<file path="src/source/silcPkg.sv">
// shared widths, ADC thresholds and encodings; thresholds assume a 12-bit unipolar ADC
package silcPkg;

    // ADC sample width
    localparam int adcWidth = 12;

    // cycle count and stored reading width
    localparam int readingWidth = 16;

    // number of slopes the CPU can ask for, up to 63
    localparam int slopeNumWidth = 6;

    // timeout threshold and elapsed time, so at most 4095 cycles per measurement
    localparam int timeWidth = 12;

    // slope starts when the sample falls below 75 % of full scale
    localparam logic [adcWidth-1:0] upperThreshold = 12'd3071;

    // slope ends when the sample falls below 25 % of full scale
    localparam logic [adcWidth-1:0] lowerThreshold = 12'd1023;

    // operating mode chosen by the CPU
    // value 3 is not a real mode and behaves like stop
    typedef enum logic [1:0] {
        modeStop     = 2'd0,
        modeFast     = 2'd1,
        modeSlow     = 2'd2,
        modeReserved = 2'd3
    } modeT;

    // status code seen by the CPU
    // 1 means a good reading, 7 means the last measurement timed out
    typedef enum logic [2:0] {
        statusIdle      = 3'd0,
        statusReady     = 3'd1,
        statusAcquiring = 3'd3,
        statusTimedOut  = 3'd7
    } statusT;

endpackage
</file>
<file path="src/source/silcCollector.sv">
// top level; outputs are combinational from controller state, mode 3 acts like stop
`timescale 1ns/10ps

module silcCollector
    import silcPkg::*;
(
    input  logic                     Clock,
    input  logic                     rstN,
    input  modeT                     mode,
    input  logic                     enable,
    input  logic [adcWidth-1:0]      adcSample,
    input  logic [slopeNumWidth-1:0] numSlopes,
    input  logic [timeWidth-1:0]     timeoutLimit,
    input  logic                     cpuReadComplete,
    output logic [readingWidth-1:0]  silcReading,
    output statusT                   status,
    output logic                     silcValReady
);

    // level, high for the whole measurement
    logic startMeasure;

    // measurement result back to the controller
    logic                    measureDone;
    logic                    measureTimeout;
    logic [readingWidth-1:0] cycleCount;

    // mode machine and CPU side
    silcController u_silcController (
        .Clock           (Clock),
        .rstN            (rstN),
        .mode            (mode),
        .enable          (enable),
        .cpuReadComplete (cpuReadComplete),
        .measureDone     (measureDone),
        .measureTimeout  (measureTimeout),
        .cycleCount      (cycleCount),
        .startMeasure    (startMeasure),
        .silcReading     (silcReading),
        .status          (status),
        .silcValReady    (silcValReady)
    );

    // slope measurement with its counters
    slopeMeasure u_slopeMeasure (
        .Clock          (Clock),
        .rstN           (rstN),
        .startMeasure   (startMeasure),
        .adcSample      (adcSample),
        .numSlopes      (numSlopes),
        .timeoutLimit   (timeoutLimit),
        .measureDone    (measureDone),
        .measureTimeout (measureTimeout),
        .cycleCount     (cycleCount)
    );

endmodule

</file>
<file path="src/source/silcController.sv">
// mode FSM; timed-out state holds until stop or enable low, stored reading survives enable low
`timescale 1ns/10ps

module silcController
    import silcPkg::*;
(
    input  logic                    Clock,
    input  logic                    rstN,
    input  modeT                    mode,
    input  logic                    enable,
    input  logic                    cpuReadComplete,
    input  logic                    measureDone,
    input  logic                    measureTimeout,
    input  logic [readingWidth-1:0] cycleCount,
    output logic                    startMeasure,
    output logic [readingWidth-1:0] silcReading,
    output statusT                  status,
    output logic                    silcValReady
);

    typedef enum logic [1:0] {
        stIdle,
        stReady,
        stAcquiring,
        stTimedOut
    } ctrlStateT;

    ctrlStateT state;
    ctrlStateT nextState;

    // last good reading, 0 until the first successful measurement
    logic [readingWidth-1:0] storedReading;

    // stop, mode 3 or enable low all force idle
    logic forceIdle;

    // measurement finished cleanly this cycle
    logic captureReading;

    assign forceIdle = !enable || (mode == modeStop) || (mode == modeReserved);

    assign captureReading = (state == stAcquiring) && measureDone && !measureTimeout
                            && !forceIdle;

    // next state, ignoring the forced idle which the register applies
    always_comb begin
        nextState = state;
        case (state)
            stIdle: begin
                // fast skips measuring and shows the stored reading
                if (mode == modeFast) begin
                    nextState = stReady;
                end else if (mode == modeSlow) begin
                    nextState = stAcquiring;
                end
            end
            stReady: begin
                // wait for the CPU to take the value
                if (cpuReadComplete) begin
                    if (mode == modeSlow) begin
                        nextState = stAcquiring;
                    end else if (mode == modeFast) begin
                        nextState = stReady;
                    end else begin
                        nextState = stIdle;
                    end
                end
            end
            stAcquiring: begin
                if (measureDone) begin
                    nextState = measureTimeout ? stTimedOut : stReady;
                end
            end
            stTimedOut: begin
                // sticky, only stop or disable gets out
                nextState = stTimedOut;
            end
            default: begin
                nextState = stIdle;
            end
        endcase
    end

    always_ff @(posedge Clock) begin
        if (!rstN || forceIdle) begin
            state <= stIdle;
        end else begin
            state <= nextState;
        end
    end

    // reading only moves on a clean finish, a timeout keeps the old one
    always_ff @(posedge Clock) begin
        if (!rstN) begin
            storedReading <= '0;
        end else if (captureReading) begin
            storedReading <= cycleCount;
        end
    end

    // CPU side outputs follow the state
    always_comb begin
        startMeasure = 1'b0;
        silcReading  = '0;
        status       = statusIdle;
        silcValReady = 1'b0;
        case (state)
            stReady: begin
                silcReading  = storedReading;
                status       = statusReady;
                silcValReady = 1'b1;
            end
            stAcquiring: begin
                startMeasure = 1'b1;
                status       = statusAcquiring;
            end
            stTimedOut: begin
                // previous good reading with the timeout code
                silcReading  = storedReading;
                status       = statusTimedOut;
                silcValReady = 1'b1;
            end
            default: begin
                status = statusIdle;
            end
        endcase
    end

endmodule

</file>
<file path="src/source/slopeMeasure.sv">
// measurement FSM; slope target and time limit are latched at start, dropping startMeasure aborts
`timescale 1ns/10ps

module slopeMeasure
    import silcPkg::*;
(
    input  logic                     Clock,
    input  logic                     rstN,
    input  logic                     startMeasure,
    input  logic [adcWidth-1:0]      adcSample,
    input  logic [slopeNumWidth-1:0] numSlopes,
    input  logic [timeWidth-1:0]     timeoutLimit,
    output logic                     measureDone,
    output logic                     measureTimeout,
    output logic [readingWidth-1:0]  cycleCount
);

    typedef enum logic [1:0] {
        msIdle,
        msAcquiring,
        msComplete,
        msTimedOut
    } measStateT;

    measStateT state;

    // configuration held for the whole measurement
    logic [slopeNumWidth-1:0] slopeTarget;
    logic [timeWidth-1:0]     timeLimit;

    // counter control
    logic countActive;
    logic holdData;

    // counter results
    logic [readingWidth-1:0]  elapsedCycles;
    logic [slopeNumWidth-1:0] slopesSeen;
    logic [timeWidth-1:0]     elapsedTime;

    always_ff @(posedge Clock) begin
        if (!rstN || !startMeasure) begin
            // abort or no request
            state <= msIdle;
        end else begin
            case (state)
                msIdle: begin
                    state <= msAcquiring;
                end
                msAcquiring: begin
                    // timeout wins over completion in the same cycle
                    if (elapsedTime >= timeLimit) begin
                        state <= msTimedOut;
                    end else if (slopesSeen >= slopeTarget) begin
                        state <= msComplete;
                    end
                end
                default: begin
                    // complete and timed out hold until startMeasure falls
                    state <= state;
                end
            endcase
        end
    end

    // latch CPU settings on the first start cycle
    always_ff @(posedge Clock) begin
        if ((state == msIdle) && startMeasure) begin
            slopeTarget <= numSlopes;
            timeLimit   <= timeoutLimit;
        end
    end

    // counting only in acquiring, results kept through complete
    assign countActive = (state == msAcquiring);
    assign holdData    = (state == msAcquiring) || (state == msComplete);

    assign measureDone    = (state == msComplete) || (state == msTimedOut);
    assign measureTimeout = (state == msTimedOut);

    // count is only meaningful after a clean finish
    assign cycleCount = (state == msComplete) ? elapsedCycles : '0;

    slopeCounter u_slopeCounter (
        .Clock         (Clock),
        .rstN          (rstN),
        .countActive   (countActive),
        .holdData      (holdData),
        .adcSample     (adcSample),
        .elapsedCycles (elapsedCycles),
        .slopesSeen    (slopesSeen),
        .elapsedTime   (elapsedTime)
    );

endmodule

</file>
<file path="src/source/slopeCounter.sv">
// slope counter; needs clean monotonic crossings, counters wrap silently past their widths
`timescale 1ns/10ps

module slopeCounter
    import silcPkg::*;
(
    input  logic                     Clock,
    input  logic                     rstN,
    input  logic                     countActive,
    input  logic                     holdData,
    input  logic [adcWidth-1:0]      adcSample,
    output logic [readingWidth-1:0]  elapsedCycles,
    output logic [slopeNumWidth-1:0] slopesSeen,
    output logic [timeWidth-1:0]     elapsedTime
);

    // two sample stages, current and previous
    logic [adcWidth-1:0] adcReg;
    logic [adcWidth-1:0] adcPrev;

    // crossing strobes from the registered samples
    logic upperCross;
    logic lowerCross;

    // set between a start crossing and its end crossing
    logic inSlope;

    // sample pipeline runs freely
    always_ff @(posedge Clock) begin
        adcReg  <= adcSample;
        adcPrev <= adcReg;
    end

    // falling through 75 %
    assign upperCross = (adcReg < upperThreshold) && (adcPrev >= upperThreshold);

    // falling through 25 %
    assign lowerCross = (adcReg < lowerThreshold) && (adcPrev >= lowerThreshold);

    always_ff @(posedge Clock) begin
        if (!rstN) begin
            inSlope       <= 1'b0;
            elapsedCycles <= '0;
            slopesSeen    <= '0;
            elapsedTime   <= '0;
        end else if (countActive) begin
            // time since the measurement began, for the timeout
            elapsedTime <= elapsedTime + 1'b1;
            if (upperCross) begin
                inSlope <= 1'b1;
            end else if (lowerCross && inSlope) begin
                // only a slope whose start was seen counts
                // so a descent already under way at start is skipped
                inSlope    <= 1'b0;
                slopesSeen <= slopesSeen + 1'b1;
            end
            // the end cycle still counts, giving end minus start cycles per slope
            if (inSlope) begin
                elapsedCycles <= elapsedCycles + 1'b1;
            end
        end else if (!holdData) begin
            // nothing to keep, start over
            inSlope       <= 1'b0;
            elapsedCycles <= '0;
            slopesSeen    <= '0;
            elapsedTime   <= '0;
        end
    end

endmodule

</file>
<file path="config.mk">
export PLATFORM = sky130hd
export DESIGN_NAME = silcCollector
export DESIGN_NICKNAME = d
export VERILOG_FILES = /design/src/source/silcPkg.sv /design/src/source/silcCollector.sv /design/src/source/silcController.sv /design/src/source/slopeMeasure.sv /design/src/source/slopeCounter.sv
export SDC_FILE = /design/constraint.sdc
export NUM_CORES = 1
export LEC_CHECK = 0
export ABC_CLOCK_PERIOD_IN_PS = 2600
export BUFFER_PORTS_ARGS = -buffer_cell sky130_fd_sc_hd__clkbuf_2
export CORE_MARGIN = 2
export CORE_UTILIZATION = 25
export DETAILED_ROUTE_END_ITERATION = 12
export MAX_ROUTING_LAYER = met4
export PLACE_DENSITY = 0.43
export SETUP_SLACK_MARGIN = 0.15
export SYNTH_ARGS = -nofsm -noshare
export SYNTH_HDL_FRONTEND = slang
export SYNTH_SLANG_ARGS = --single-unit
export TNS_END_PERCENT = 100
</file>
<file path="constraint.sdc">
create_clock -name Clock -period 2.6 [get_ports Clock]
set_input_delay 0.52 -clock Clock [delete_from_list [all_inputs] [get_ports Clock]]
set_output_delay 0.52 -clock Clock [all_outputs]
set_load 0.05 [all_outputs]
</file>
==> metrics.txt, run 1 <==
status complete, no violations; post-synthesis compound-gate area fraction 0.0983; largest net degree at the start of global routing 23; switching share of power 0.223; Gate power share 0.021; post-synth top area share 0.392; initial antenna violation count 0; switching pwr 0.684 mW; n_diodes 0; CP max stage delay 0.74 ns; Total GRT Usage 0.107; Final setup viols 0; Via density 4.29; post-CTS sizing 0; grt ovf 0; share of cells above drive strength 1 0.180; cell taking the most area after synthesis dfxtp_1; post-synthesis simple-gate area fraction 0.191; Die Ht 131 um; Slew Viols, Final 0; cell count after synthesis 403; crit path kind reg -> out; clock network power share 0.468; first-pass GRT wire length 13600 um; maximum vdd drop 0.000252 V; CP required 2.08 ns; Synth Warn # 0; Flop pwr share 0.510; clock slew at reported path FFs 0.08 ns; Synth top cells by count dfxtp_1, nor2_1, ha_1, inv_1, nand2_1; Int Pwr 2.38 mW; Root Buffer Master clkbuf_16; Syn Nets 460; Worst Hold Class in -> reg; cell area after synthesis 4040 sq um; area of the core 15800 sq um; Area after DPL 4590 sq um; Post-DP HPWL 6100 um; crit end category primary output; combinational family with the most area after synthesis simple AND/OR/NAND/NOR gates; Post-CTS Setup Bufs 0; Yosys cell types 46; final hold violations 0; CTS tree yes; DR WL/cell 12.1 um; Final Instance Area 4910 sq um; Num CTS Buffers 9; hold_buf cts 0; # clock sinks 97; Max Clk Rate 0.470 GHz; synthesis-stage register bit count 97; Tmin final 2.13 ns; Worst Path Max Fanout 22; Setup TNS 0 ns; Die X 131 um; Worst path slowest cell dfxtp_1; XOR/XNOR Fraction of Synth Area 0.0412; syn_area_per_cell 10.0 sq um; DIE AREA 17200 sq um; later-pin clock latency in the skew report 0.35 ns; count leader, synth dfxtp_1; final hold slack 0.257 ns; Filler cells 1653; maxcap violations 0; initial drt markers 140; Cell Chain, Critical Path and2_1 > clkbuf_2; post-route ant nets 0; io pins 56; total length of routed wires 8260 um; final net count 518; Max clock buf depth 2; Max-slew headroom 0.571; vias in the first global route 2789; Worst Path Arrival 1.61 ns; # DRC 0; Post-synth EDFFs 18; drt first pass iters 4; Tot Pwr 3.06 mW; unrepaired setup endpoints after global routing false; final core utilization 0.310; Setup Skew 0.00698 ns; part of the cycle the worst path needs 0.819; GPL Wtd Cong 0.771; transition time of the tightest slew-check pin 0.643 ns; largest cells by area after synthesis dfxtp_1, edfxtp_1, ha_1, nor2_1, mux2i_1; starting density of the core 0.255; area grow syn2layout 21.5%; Post-synth ARST share 0; routed via count 2925; H-Tree Depth 3; top_reg_cell synth dfxtp_1; PortBufs 55; Leak Pwr 2.10 nW; Synth Area in Adders 0.0651; post-synthesis sequential area ratio 0.526; Core Rows 46; portion of netlist area occupied by mux cells 0.0397; Power Density 625 nW/um^2; CP startpoint kind flop
critical path, delay by kind of cell (launching register included):
family / cells / cell delay, ns
and+or+nand+nor: 1 / 0.24
buffers and inverters: 1 / 0.28
DFF: 1 / 0.74
area by class of cell:
type	count	area [sq um]	area share
inverters	23	86.3	0.0176
multi-input cells	267	1760	0.359
well taps	216	270	0.0551
repair buffers	63	348	0.0709
clock inverters	6	78.8	0.0161
clock buffers	10	239	0.0487
flip-flops and latches	97	2120	0.433
cell families (layout without fill, tap and decap cells):
group,Yosys count,count (layout)
xor+xnor,19,19
mux,16,16
fa+ha+maj,21,21
simple gates,151,151
compound gates,60,60
buf+inv,39,102
flops,97,97
metrics by stage:
step / setup WS [ns] / std cells
4_1_cts: 0.448 / 682
3_3_place_gp: 0.758 / 666
3_5_place_dp: 0.717 / 666
2_1_floorplan: 0.292 / 403
6_report: 0.472 / 682
5_1_grt: 0.330 / 682
cell usage in the layout (no fill, tap or decap), types with 4 or more instances in the layout:
| master | netlist | layout |
|---|---|---|
| mux2i_1 | 16 | 16 |
| nand3_1 | 14 | 14 |
| xnor2_1 | 7 | 7 |
| nand2_1 | 21 | 21 |
| nor2_1 | 52 | 52 |
| inv_1 | 21 | 21 |
| nand4_1 | 7 | 7 |
| buf_4 | 0 | 7 |
| a21o_1 | 4 | 4 |
| o21ai_1 | 5 | 5 |
| xor2_1 | 12 | 12 |
| dfxtp_1 | 79 | 79 |
| or3_1 | 7 | 7 |
| edfxtp_1 | 18 | 18 |
| and4_1 | 4 | 4 |
| and2_1 | 18 | 18 |
| and3_1 | 4 | 4 |
| o21ai_0 | 7 | 7 |
| a221o_1 | 4 | 4 |
| clkbuf_2 | 0 | 55 |
| a22oi_1 | 5 | 5 |
| clkbuf_16 | 0 | 9 |
| nand2b_1 | 6 | 6 |
| ha_1 | 21 | 21 |
| nor2b_1 | 7 | 7 |
| a21oi_1 | 20 | 20 |
routing by layer:
| layer | track usage | part of all wire |
|---|---|---|
| met2 | 0.160 | 0.43 |
| met5 | - | 0 |
| met1 | 0.133 | 0.50 |
| met3 | 0.0223 | 0.032 |
| met4 | 0.0626 | 0.032 |
registers in the layout, summed over array words and instances (netlist names):
register                                     flops
u_slopeMeasure.slopeTarget                       6
u_slopeMeasure.u_slopeCounter.adcReg            12
u_slopeMeasure.state                             2
u_slopeMeasure.u_slopeCounter.adcPrev           12
u_slopeMeasure.u_slopeCounter.slopesSeen         6
u_slopeMeasure.u_slopeCounter.elapsedCycles     16
u_slopeMeasure.u_slopeCounter.inSlope            1
u_silcController.storedReading                  16
u_silcController.state                           2
u_slopeMeasure.timeLimit                        12
u_slopeMeasure.u_slopeCounter.elapsedTime       12
power by group through the flow:
stage,clock [mW],sequential (mW),combinational (mW)
floorplan,0,1.60,0.0317
global placement,0,1.60,0.0674
detailed placement,0,1.60,0.0670
CTS,1.48,1.56,0.0673
global route,1.55,1.57,0.0738
finish,1.44,1.56,0.0658
final timing paths:
kind                                                             startpoint  depth (start not counted)                                          endpoint  slack, ns
setup reg to reg  u_slopeMeasure.u_slopeCounter.elapsedTime[2]$_SDFFE_PN0P_                          7              u_slopeMeasure.state[1]$_SDFFE_PP0P_       0.74
hold reg to reg             u_slopeMeasure.u_slopeCounter.adcReg[5]$_DFF_P_                          0  u_slopeMeasure.u_slopeCounter.adcPrev[5]$_DFF_P_       0.35
hold / removal                                                 adcSample[1]                          1   u_slopeMeasure.u_slopeCounter.adcReg[1]$_DFF_P_       0.26
setup / recovery                     u_silcController.state[0]$_SDFFE_PP0P_                          2                                   silcReading[11]       0.47
Power figures use the tool's default switching activity.
==> inputs of run 2 (changes only) <==
--- a/config.mk
+++ b/config.mk
@@ -5,13 +5,14 @@
 export SDC_FILE = /design/constraint.sdc
 export NUM_CORES = 1
 export LEC_CHECK = 0
-export ABC_CLOCK_PERIOD_IN_PS = 2600
+export ABC_AREA = 1
+export ABC_CLOCK_PERIOD_IN_PS = 1800
 export BUFFER_PORTS_ARGS = -buffer_cell sky130_fd_sc_hd__clkbuf_2
 export CORE_MARGIN = 2
 export CORE_UTILIZATION = 25
 export DETAILED_ROUTE_END_ITERATION = 12
 export MAX_ROUTING_LAYER = met4
-export PLACE_DENSITY = 0.43
+export PLACE_DENSITY = 0.44
 export SETUP_SLACK_MARGIN = 0.15
 export SYNTH_ARGS = -nofsm -noshare
 export SYNTH_HDL_FRONTEND = slang
==> constraint.sdc (replaced) <==
create_clock -name Clock -period 1.8 [get_ports Clock]
set_input_delay 0.36 -clock Clock [delete_from_list [all_inputs] [get_ports Clock]]
set_output_delay 0.36 -clock Clock [all_outputs]
set_load 0.05 [all_outputs]
==> run 2 against run 1 <==
Against the previous run: worst hold slack got worse by 0.15 ns; cell count increased by 24%; via count up 24%; global-route usage increased by 1.0 points; sequential power up 45%; largest power group unchanged.
==> metrics.txt, run 2 <==
clock slew at reported path FFs 0.06 ns (was 0.08 ns); Flop pwr share 0.528 (was 0.510); GPL Wtd Cong 0.801 (was 0.771); area of the core 17100 sq um (was 15800 sq um); Worst Path Max Fanout 6 (was 22); Leak Pwr 2.27 nW (was 2.10 nW); Syn Nets 597 (was 460); post-synthesis simple-gate area fraction 0.245 (was 0.191); combinational family with the most area after synthesis simple AND/OR/NAND/NOR gates (unchanged); Worst Path Arrival 1.24 ns (was 1.61 ns); Setup Skew 0.0105 ns (was 0.00698 ns); area grow syn2layout 26.2% (was 21.5%); initial antenna violation count 0 (unchanged); CP required 1.44 ns (was 2.08 ns); Max Clk Rate 0.625 GHz; Post-synth EDFFs 18 (unchanged); largest net degree at the start of global routing 28 (was 23); Power Density 785 nW/um^2 (was 625 nW/um^2); routed via count 3615 (was 2925); cell taking the most area after synthesis dfxtp_1 (unchanged); XOR/XNOR Fraction of Synth Area 0.00202 (was 0.0412); CP startpoint kind flop (unchanged); unrepaired setup endpoints after global routing true (was false); n_diodes 0 (unchanged); starting density of the core 0.253 (was 0.255); Tmin final 1.60 ns; number of cells on the critical path 4 (was 2); DIE AREA 18400 sq um (was 17200 sq um); H-Tree Depth 3 (unchanged); Synth Warn # 0 (unchanged); status complete, no violations (unchanged); worst path bufs/invs 3 (was 1); CP max stage delay 0.37 ns (was 0.74 ns); Final setup viols 0 (unchanged); CP top delay family buffers and inverters (was flip-flops); Worst path slowest cell dfxtp_4 (was dfxtp_1); commonest non-fill, non-tap cell in the layout nand2_1 (was dfxtp_1); Int Pwr 3.36 mW (was 2.38 mW); Synth top cells by count nand2_1, dfxtp_1, inv_1, nor2_1, a21oi_1 (was dfxtp_1, nor2_1, ha_1, inv_1, nand2_1); worst reg2reg endpoint u_slopeMeasure.u_slopeCounter.elapsedTime[10]$_SDFFE_PN0P_ (was u_slopeMeasure.state[1]$_SDFFE_PP0P_); cell area after synthesis 4330 sq um (was 4040 sq um); worst r2r path cells 11 (was 7); top_reg_cell synth dfxtp_1 (unchanged); Setup crit start u_silcController.state[0]$_SDFFE_PP0P_ (unchanged); total length of routed wires 9640 um (was 8260 um); Num CTS Buffers 9 (unchanged); reg2reg start u_slopeMeasure.u_slopeCounter.elapsedTime[1]$_SDFFE_PN0P_ (was u_slopeMeasure.u_slopeCounter.elapsedTime[2]$_SDFFE_PN0P_); switching pwr 0.927 mW (was 0.684 mW); drt first pass iters 4 (unchanged); Die X 136 um (was 131 um); dpl ws 0.171 ns (was 0.717 ns); maximum vdd drop 0.000456 V (was 0.000252 V); Top Registers u_silcController.storedReading (16), u_slopeMeasure.u_slopeCounter.elapsedCycles (16) (unchanged); Via density 4.28 (was 4.29); Worst Hold Class in -> reg (unchanged); Synth Area in Adders 0.0607 (was 0.0651); final net count 673 (was 518); maxcap violations 0 (unchanged); share of cells above drive strength 1 0.223 (was 0.180); Max-slew headroom 0.729 (was 0.571); syn_area_per_cell 8.02 sq um (was 10.0 sq um); R2R Setup Slk 0.23 ns (was 0.74 ns); post-synthesis compound-gate area fraction 0.116 (was 0.0983); Yosys cell types 42 (was 46); first-pass GRT wire length 16500 um (was 13600 um); PortBufs 55 (unchanged); clock network power share 0.435 (was 0.468); grt ovf 0 (unchanged); DR WL/cell 11.4 um (was 12.1 um); post-route worst setup slack 0.201 ns (was 0.472 ns); crit path kind reg -> out (unchanged); # clock sinks 97 (unchanged); commonest cells after routing, fill and taps aside nand2_1, dfxtp_1, inv_1 (was dfxtp_1, clkbuf_2, nor2_1); Cell Chain, Critical Path buf_4 > nor2_1 > inv_1 > clkbuf_4 (was and2_1 > clkbuf_2); CTS tree yes (unchanged); Post-DP HPWL 7300 um (was 6100 um); Total GRT Usage 0.117 (was 0.107); switching share of power 0.216 (was 0.223); final hold violations 0 (unchanged); synthesis-stage register bit count 97 (unchanged); transition time of the tightest slew-check pin 0.406 ns (was 0.643 ns); crit end category primary output (unchanged); largest cells by area after synthesis dfxtp_1, edfxtp_1, nand2_1, inv_1, ha_1 (was dfxtp_1, edfxtp_1, ha_1, nor2_1, mux2i_1); hold_buf cts 0 (unchanged); Die Ht 136 um (was 131 um); Critical Path End status[0] (was silcReading[11]); Root Buffer Master clkbuf_16 (unchanged); post-route ant nets 0 (unchanged); initial drt markers 150 (was 140); Post-synth ARST share 0 (unchanged); part of the cycle the worst path needs 0.888; Core Rows 48 (was 46); later-pin clock latency in the skew report 0.35 ns (about the same); Slew Viols, Final 0 (unchanged); Gate power share 0.037 (was 0.021); io pins 56 (unchanged); portion of netlist area occupied by mux cells 0 (was 0.0397); # DRC 0 (unchanged); cell count after synthesis 540 (was 403); Setup TNS 0 ns (unchanged); post-synthesis sequential area ratio 0.490 (was 0.526); count leader, synth nand2_1 (was dfxtp_1); post-synth top area share 0.365 (was 0.392); vias in the first global route 3587 (was 2789); Max clock buf depth 2 (unchanged)
-- run 2: kinds of logic (layout without fill, tap and decap cells) --
family	count (synthesis)	in the layout
buffers and inverters	94	173
XOR/XNOR	1	1
flip-flops	97	97
adder cells (fa/ha/maj)	21	21
AO/OA/AOI/OAI	95	95
AND/OR/NAND/NOR	232	232
-- run 2: metal layers --
| layer | vias to the layer above | part of all wire | track usage |
|---|---|---|---|
| li1 | 1922 | - | - |
| met1 | 1630 | 0.49 | 0.145 |
| met2 | 49 | 0.46 | 0.182 |
| met3 | 14 | 0.028 | 0.0236 |
| met4 | 0 | 0.023 | 0.0573 |
| met5 | - | 0 | - |
-- run 2: worst reg2reg max path, delay by kind of cell, from the launching register on --
| kind | cells | cell delay [ns] |
|---|---|---|
| adder cells (fa/ha/maj) | 1 | 0.14 |
| flip-flops | 1 | 0.36 |
| AND/OR/NAND/NOR | 10 | 1.02 |
-- run 2: timing repair --
action                                  4_1_cts  5_1_grt
pin swaps                                     0        9
setup buffers                                 0        2
endpoints found under the setup margin       17       36
cloned                                        0        1
gates resized for setup                      12       44
-- run 2: cell type report --
| class | instances | area [sq um] |
|---|---|---|
| well taps | 225 | 282 |
| clock inverters | 3 | 21.3 |
| clock buffers | 11 | 264 |
| fillers | 1850 | 11700 |
| flip-flops and latches | 97 | 2140 |
| multi-input cells | 349 | 1890 |
| repair buffers | 77 | 523 |
| inverters | 82 | 348 |
-- run 2: worst min path at each step --
stage | from | slack, ns | endpoint | cells after the start
after floorplan | u_slopeMeasure.u_slopeCounter.adcReg[0]$_DFF_P_ | 0.33 | u_slopeMeasure.u_slopeCounter.adcPrev[0]$_DFF_P_ | 0
after global placement | u_slopeMeasure.u_slopeCounter.adcReg[4]$_DFF_P_ | 0.34 | u_slopeMeasure.u_slopeCounter.adcPrev[4]$_DFF_P_ | 0
after detailed placement | u_slopeMeasure.u_slopeCounter.adcReg[0]$_DFF_P_ | 0.34 | u_slopeMeasure.u_slopeCounter.adcPrev[0]$_DFF_P_ | 0
after CTS | adcSample[7] | 0.09 | u_slopeMeasure.u_slopeCounter.adcReg[7]$_DFF_P_ | 1
after global routing | adcSample[9] | 0.09 | u_slopeMeasure.u_slopeCounter.adcReg[9]$_DFF_P_ | 1
final | adcSample[9] | 0.11 | u_slopeMeasure.u_slopeCounter.adcReg[9]$_DFF_P_ | 1
-- run 2: through the flow --
| step | total power [mW] | cells | hold WS (ns) | util | instance area (sq um) |
|---|---|---|---|---|---|
| 6_report | 4.29 | 844 | 0.108 | 0.319 | 5470 |
| 5_1_grt | 4.48 | 844 | 0.0940 | 0.319 | 5470 |
| 4_1_cts | 4.37 | 841 | 0.0927 | 0.313 | 5360 |
| 3_5_place_dp | 2.47 | 827 | 0.338 | 0.294 | 5040 |
| 3_3_place_gp | 2.47 | 827 | 0.336 | 0.294 | 5040 |
| 2_1_floorplan | 2.40 | 540 | 0.331 | - | 4380 |
-- run 2: power by group through the flow --
| stage | Clock (mW) | Sequential (mW) | Combinational, mW |
|---|---|---|---|
| finish | 1.87 | 2.26 | 0.159 |
| global route | 2.04 | 2.27 | 0.181 |
| global placement | 0 | 2.31 | 0.155 |
| floorplan | 0 | 2.31 | 0.0856 |
| CTS | 1.94 | 2.27 | 0.159 |
| detailed placement | 0 | 2.32 | 0.158 |
==> inputs of run 3 (changes only) <==
--- a/config.mk
+++ b/config.mk
@@ -8,6 +8,7 @@
 export ABC_AREA = 1
 export ABC_CLOCK_PERIOD_IN_PS = 1800
 export BUFFER_PORTS_ARGS = -buffer_cell sky130_fd_sc_hd__clkbuf_2
+export CORE_ASPECT_RATIO = 1.5
 export CORE_MARGIN = 2
 export CORE_UTILIZATION = 25
 export DETAILED_ROUTE_END_ITERATION = 12
==> run 3 against run 2 <==
Against the previous run: clock power grew 4%; cell count shrank 2.1%; worst hold slack about the same; global-route usage is 0.45 points lower; die area up 0.12%; non-clock buffer count decreased by 5; maximum frequency shrank 1.6%; routed wire length is 1.3% higher; register-to-register slack is essentially flat; power increased by 2.0%; via count grew 0.72%; critical path type unchanged.
==> metrics.txt, run 3 (same netlist as run 2, synthesis figures left out) <==
Setup TNS 0 ns (unchanged); Setup Skew 0.0110 ns (was 0.0105 ns); later-pin clock latency in the skew report 0.35 ns (about the same); starting density of the core 0.257 (was 0.253); n_diodes 0 (unchanged); Total GRT Usage 0.112 (was 0.117); final hold slack 0.108 ns (about the same); Num CTS Buffers 9 (unchanged); commonest non-fill, non-tap cell in the layout nand2_1 (unchanged); Leak Pwr 2.29 nW (was 2.27 nW); unrepaired setup endpoints after global routing true (unchanged); routed via count 3641 (was 3615); PortBufs 55 (unchanged); final hold violations 0 (unchanged); Die X 111 um (was 136 um); transition time of the tightest slew-check pin 0.433 ns (was 0.406 ns); final net count 668 (was 673); share of cells above drive strength 1 0.224 (was 0.223); area of the core 16800 sq um (was 17100 sq um); first-pass GRT wire length 16300 um (was 16500 um); initial drt markers 155 (was 150); Via density 4.41 (was 4.28); maxcap violations 0 (unchanged); Worst Path Max Fanout 8 (was 6); hold_buf cts 0 (unchanged); CP startpoint kind flop (unchanged); Power Density 795 nW/um^2 (was 785 nW/um^2); crit path kind reg -> out (unchanged); Tmin final 1.62 ns (was 1.60 ns); Final setup viols 0 (unchanged); GPL Wtd Cong 0.859 (was 0.801); initial antenna violation count 0 (unchanged); DR WL/cell 11.8 um (was 11.4 um); area grow syn2layout 27.2% (was 26.2%); clock slew at reported path FFs 0.08 ns (was 0.06 ns); Max clock buf depth 2 (unchanged); DIE AREA 18400 sq um (about the same); # DRC 0 (unchanged); post-route ant nets 0 (unchanged); Post-DP HPWL 7500 um (was 7300 um); io pins 56 (unchanged); CP required 1.44 ns (about the same); Core Rows 58 (was 48); CTS tree yes (unchanged); Max-slew headroom 0.711 (was 0.729); vias in the first global route 3516 (was 3587); Max Clk Rate 0.616 GHz (was 0.625 GHz); maximum vdd drop 0.000584 V (was 0.000456 V); # clock sinks 97 (unchanged); drt first pass iters 4 (unchanged); part of the cycle the worst path needs 0.902 (was 0.888); total length of routed wires 9760 um (was 9640 um); Slew Viols, Final 0 (unchanged); Root Buffer Master clkbuf_16 (unchanged); Worst Hold Class in -> reg (unchanged); crit end category primary output (unchanged); Top Registers u_silcController.storedReading (16), u_slopeMeasure.u_slopeCounter.elapsedCycles (16) (unchanged); H-Tree Depth 3 (unchanged); largest net degree at the start of global routing 28 (unchanged); Die Ht 165 um (was 136 um); grt ovf 0 (unchanged); commonest cells after routing, fill and taps aside nand2_1, dfxtp_1, inv_1 (unchanged); Worst Path Arrival 1.26 ns (was 1.24 ns); status complete, no violations (unchanged)
[run 3: cell types whose count changed in the layout (fill, tap and decap cells not counted), sizes merged]
| cell | before | now |
|---|---|---|
| buf | 30 | 24 |
| clkinv | 0 | 2 |
| clkbuf | 58 | 57 |
| clkinvlp | 10 | 11 |
| inv | 75 | 76 |
[run 3: final cells by class]
type	count	area, sq um
inverter	82	352
timing repair buffer	72	559
fill	1791	11300
sequential	97	2130
clock inverter	7	78.8
clock buffer	9	225
tap	210	263
multi-input combinational	349	1900
[run 3: power breakdown]
group	leakage [nW]	internal [mW]	switching, mW
Clock	0.151	0.997	0.955
Combinational	1.32	0.0662	0.0910
Sequential	0.810	2.25	0.0185
Total	2.29	3.31	1.06
[run 3: repair_timing]
item / in CTS / in global routing
resized for setup: 32 / 33
endpoints found under the setup margin: 21 / 42
buffers inserted: 0 / 2
pin swaps: 0 / 3
cloned: 0 / 1
[run 3: per-layer routing]
layer,wire length (um),global-route usage,vias to the layer above
met4,213,0.0477,0
met3,301,0.0226,14
met5,0,-,-
met2,5270,0.208,64
li1,-,-,1902
met1,3980,0.116,1661
[run 3: metrics by stage]
stage          utilization  instance area [sq um]  total power [mW]  cells  setup WS (ns)
4_1_cts              0.321                   5410              4.45    823          0.119
5_1_grt              0.327                   5510              4.57    826         0.0992
3_5_place_dp         0.296                   4980              2.47    807          0.142
3_3_place_gp         0.296                   4980              2.47    807          0.201
2_1_floorplan            -                   4380              2.40    540          0.180
6_report             0.327                   5510              4.38    826          0.176
[run 3: worst max-delay path: stages, from the launching register on]
cell	delay, ns
dfxtp_4	0.44
nand2_1	0.07
inv_1	0.11
clkbuf_2	0.29
[run 3: final timing paths]
path / slack (ns) / start / endpoint / cells past startpoint
worst max-delay path: 0.18 / u_silcController.state[0]$_SDFFE_PP0P_ / status[2] / 3
worst min-delay path: 0.11 / adcSample[5] / u_slopeMeasure.u_slopeCounter.adcReg[5]$_DFF_P_ / 1
worst max register to register: 0.23 / u_slopeMeasure.state[1]$_SDFFE_PP0P_ / u_slopeMeasure.u_slopeCounter.elapsedCycles[10]$_SDFFE_PN0P_ / 9
worst min register to register: 0.35 / u_slopeMeasure.u_slopeCounter.adcReg[9]$_DFF_P_ / u_slopeMeasure.u_slopeCounter.adcPrev[9]$_DFF_P_ / 0
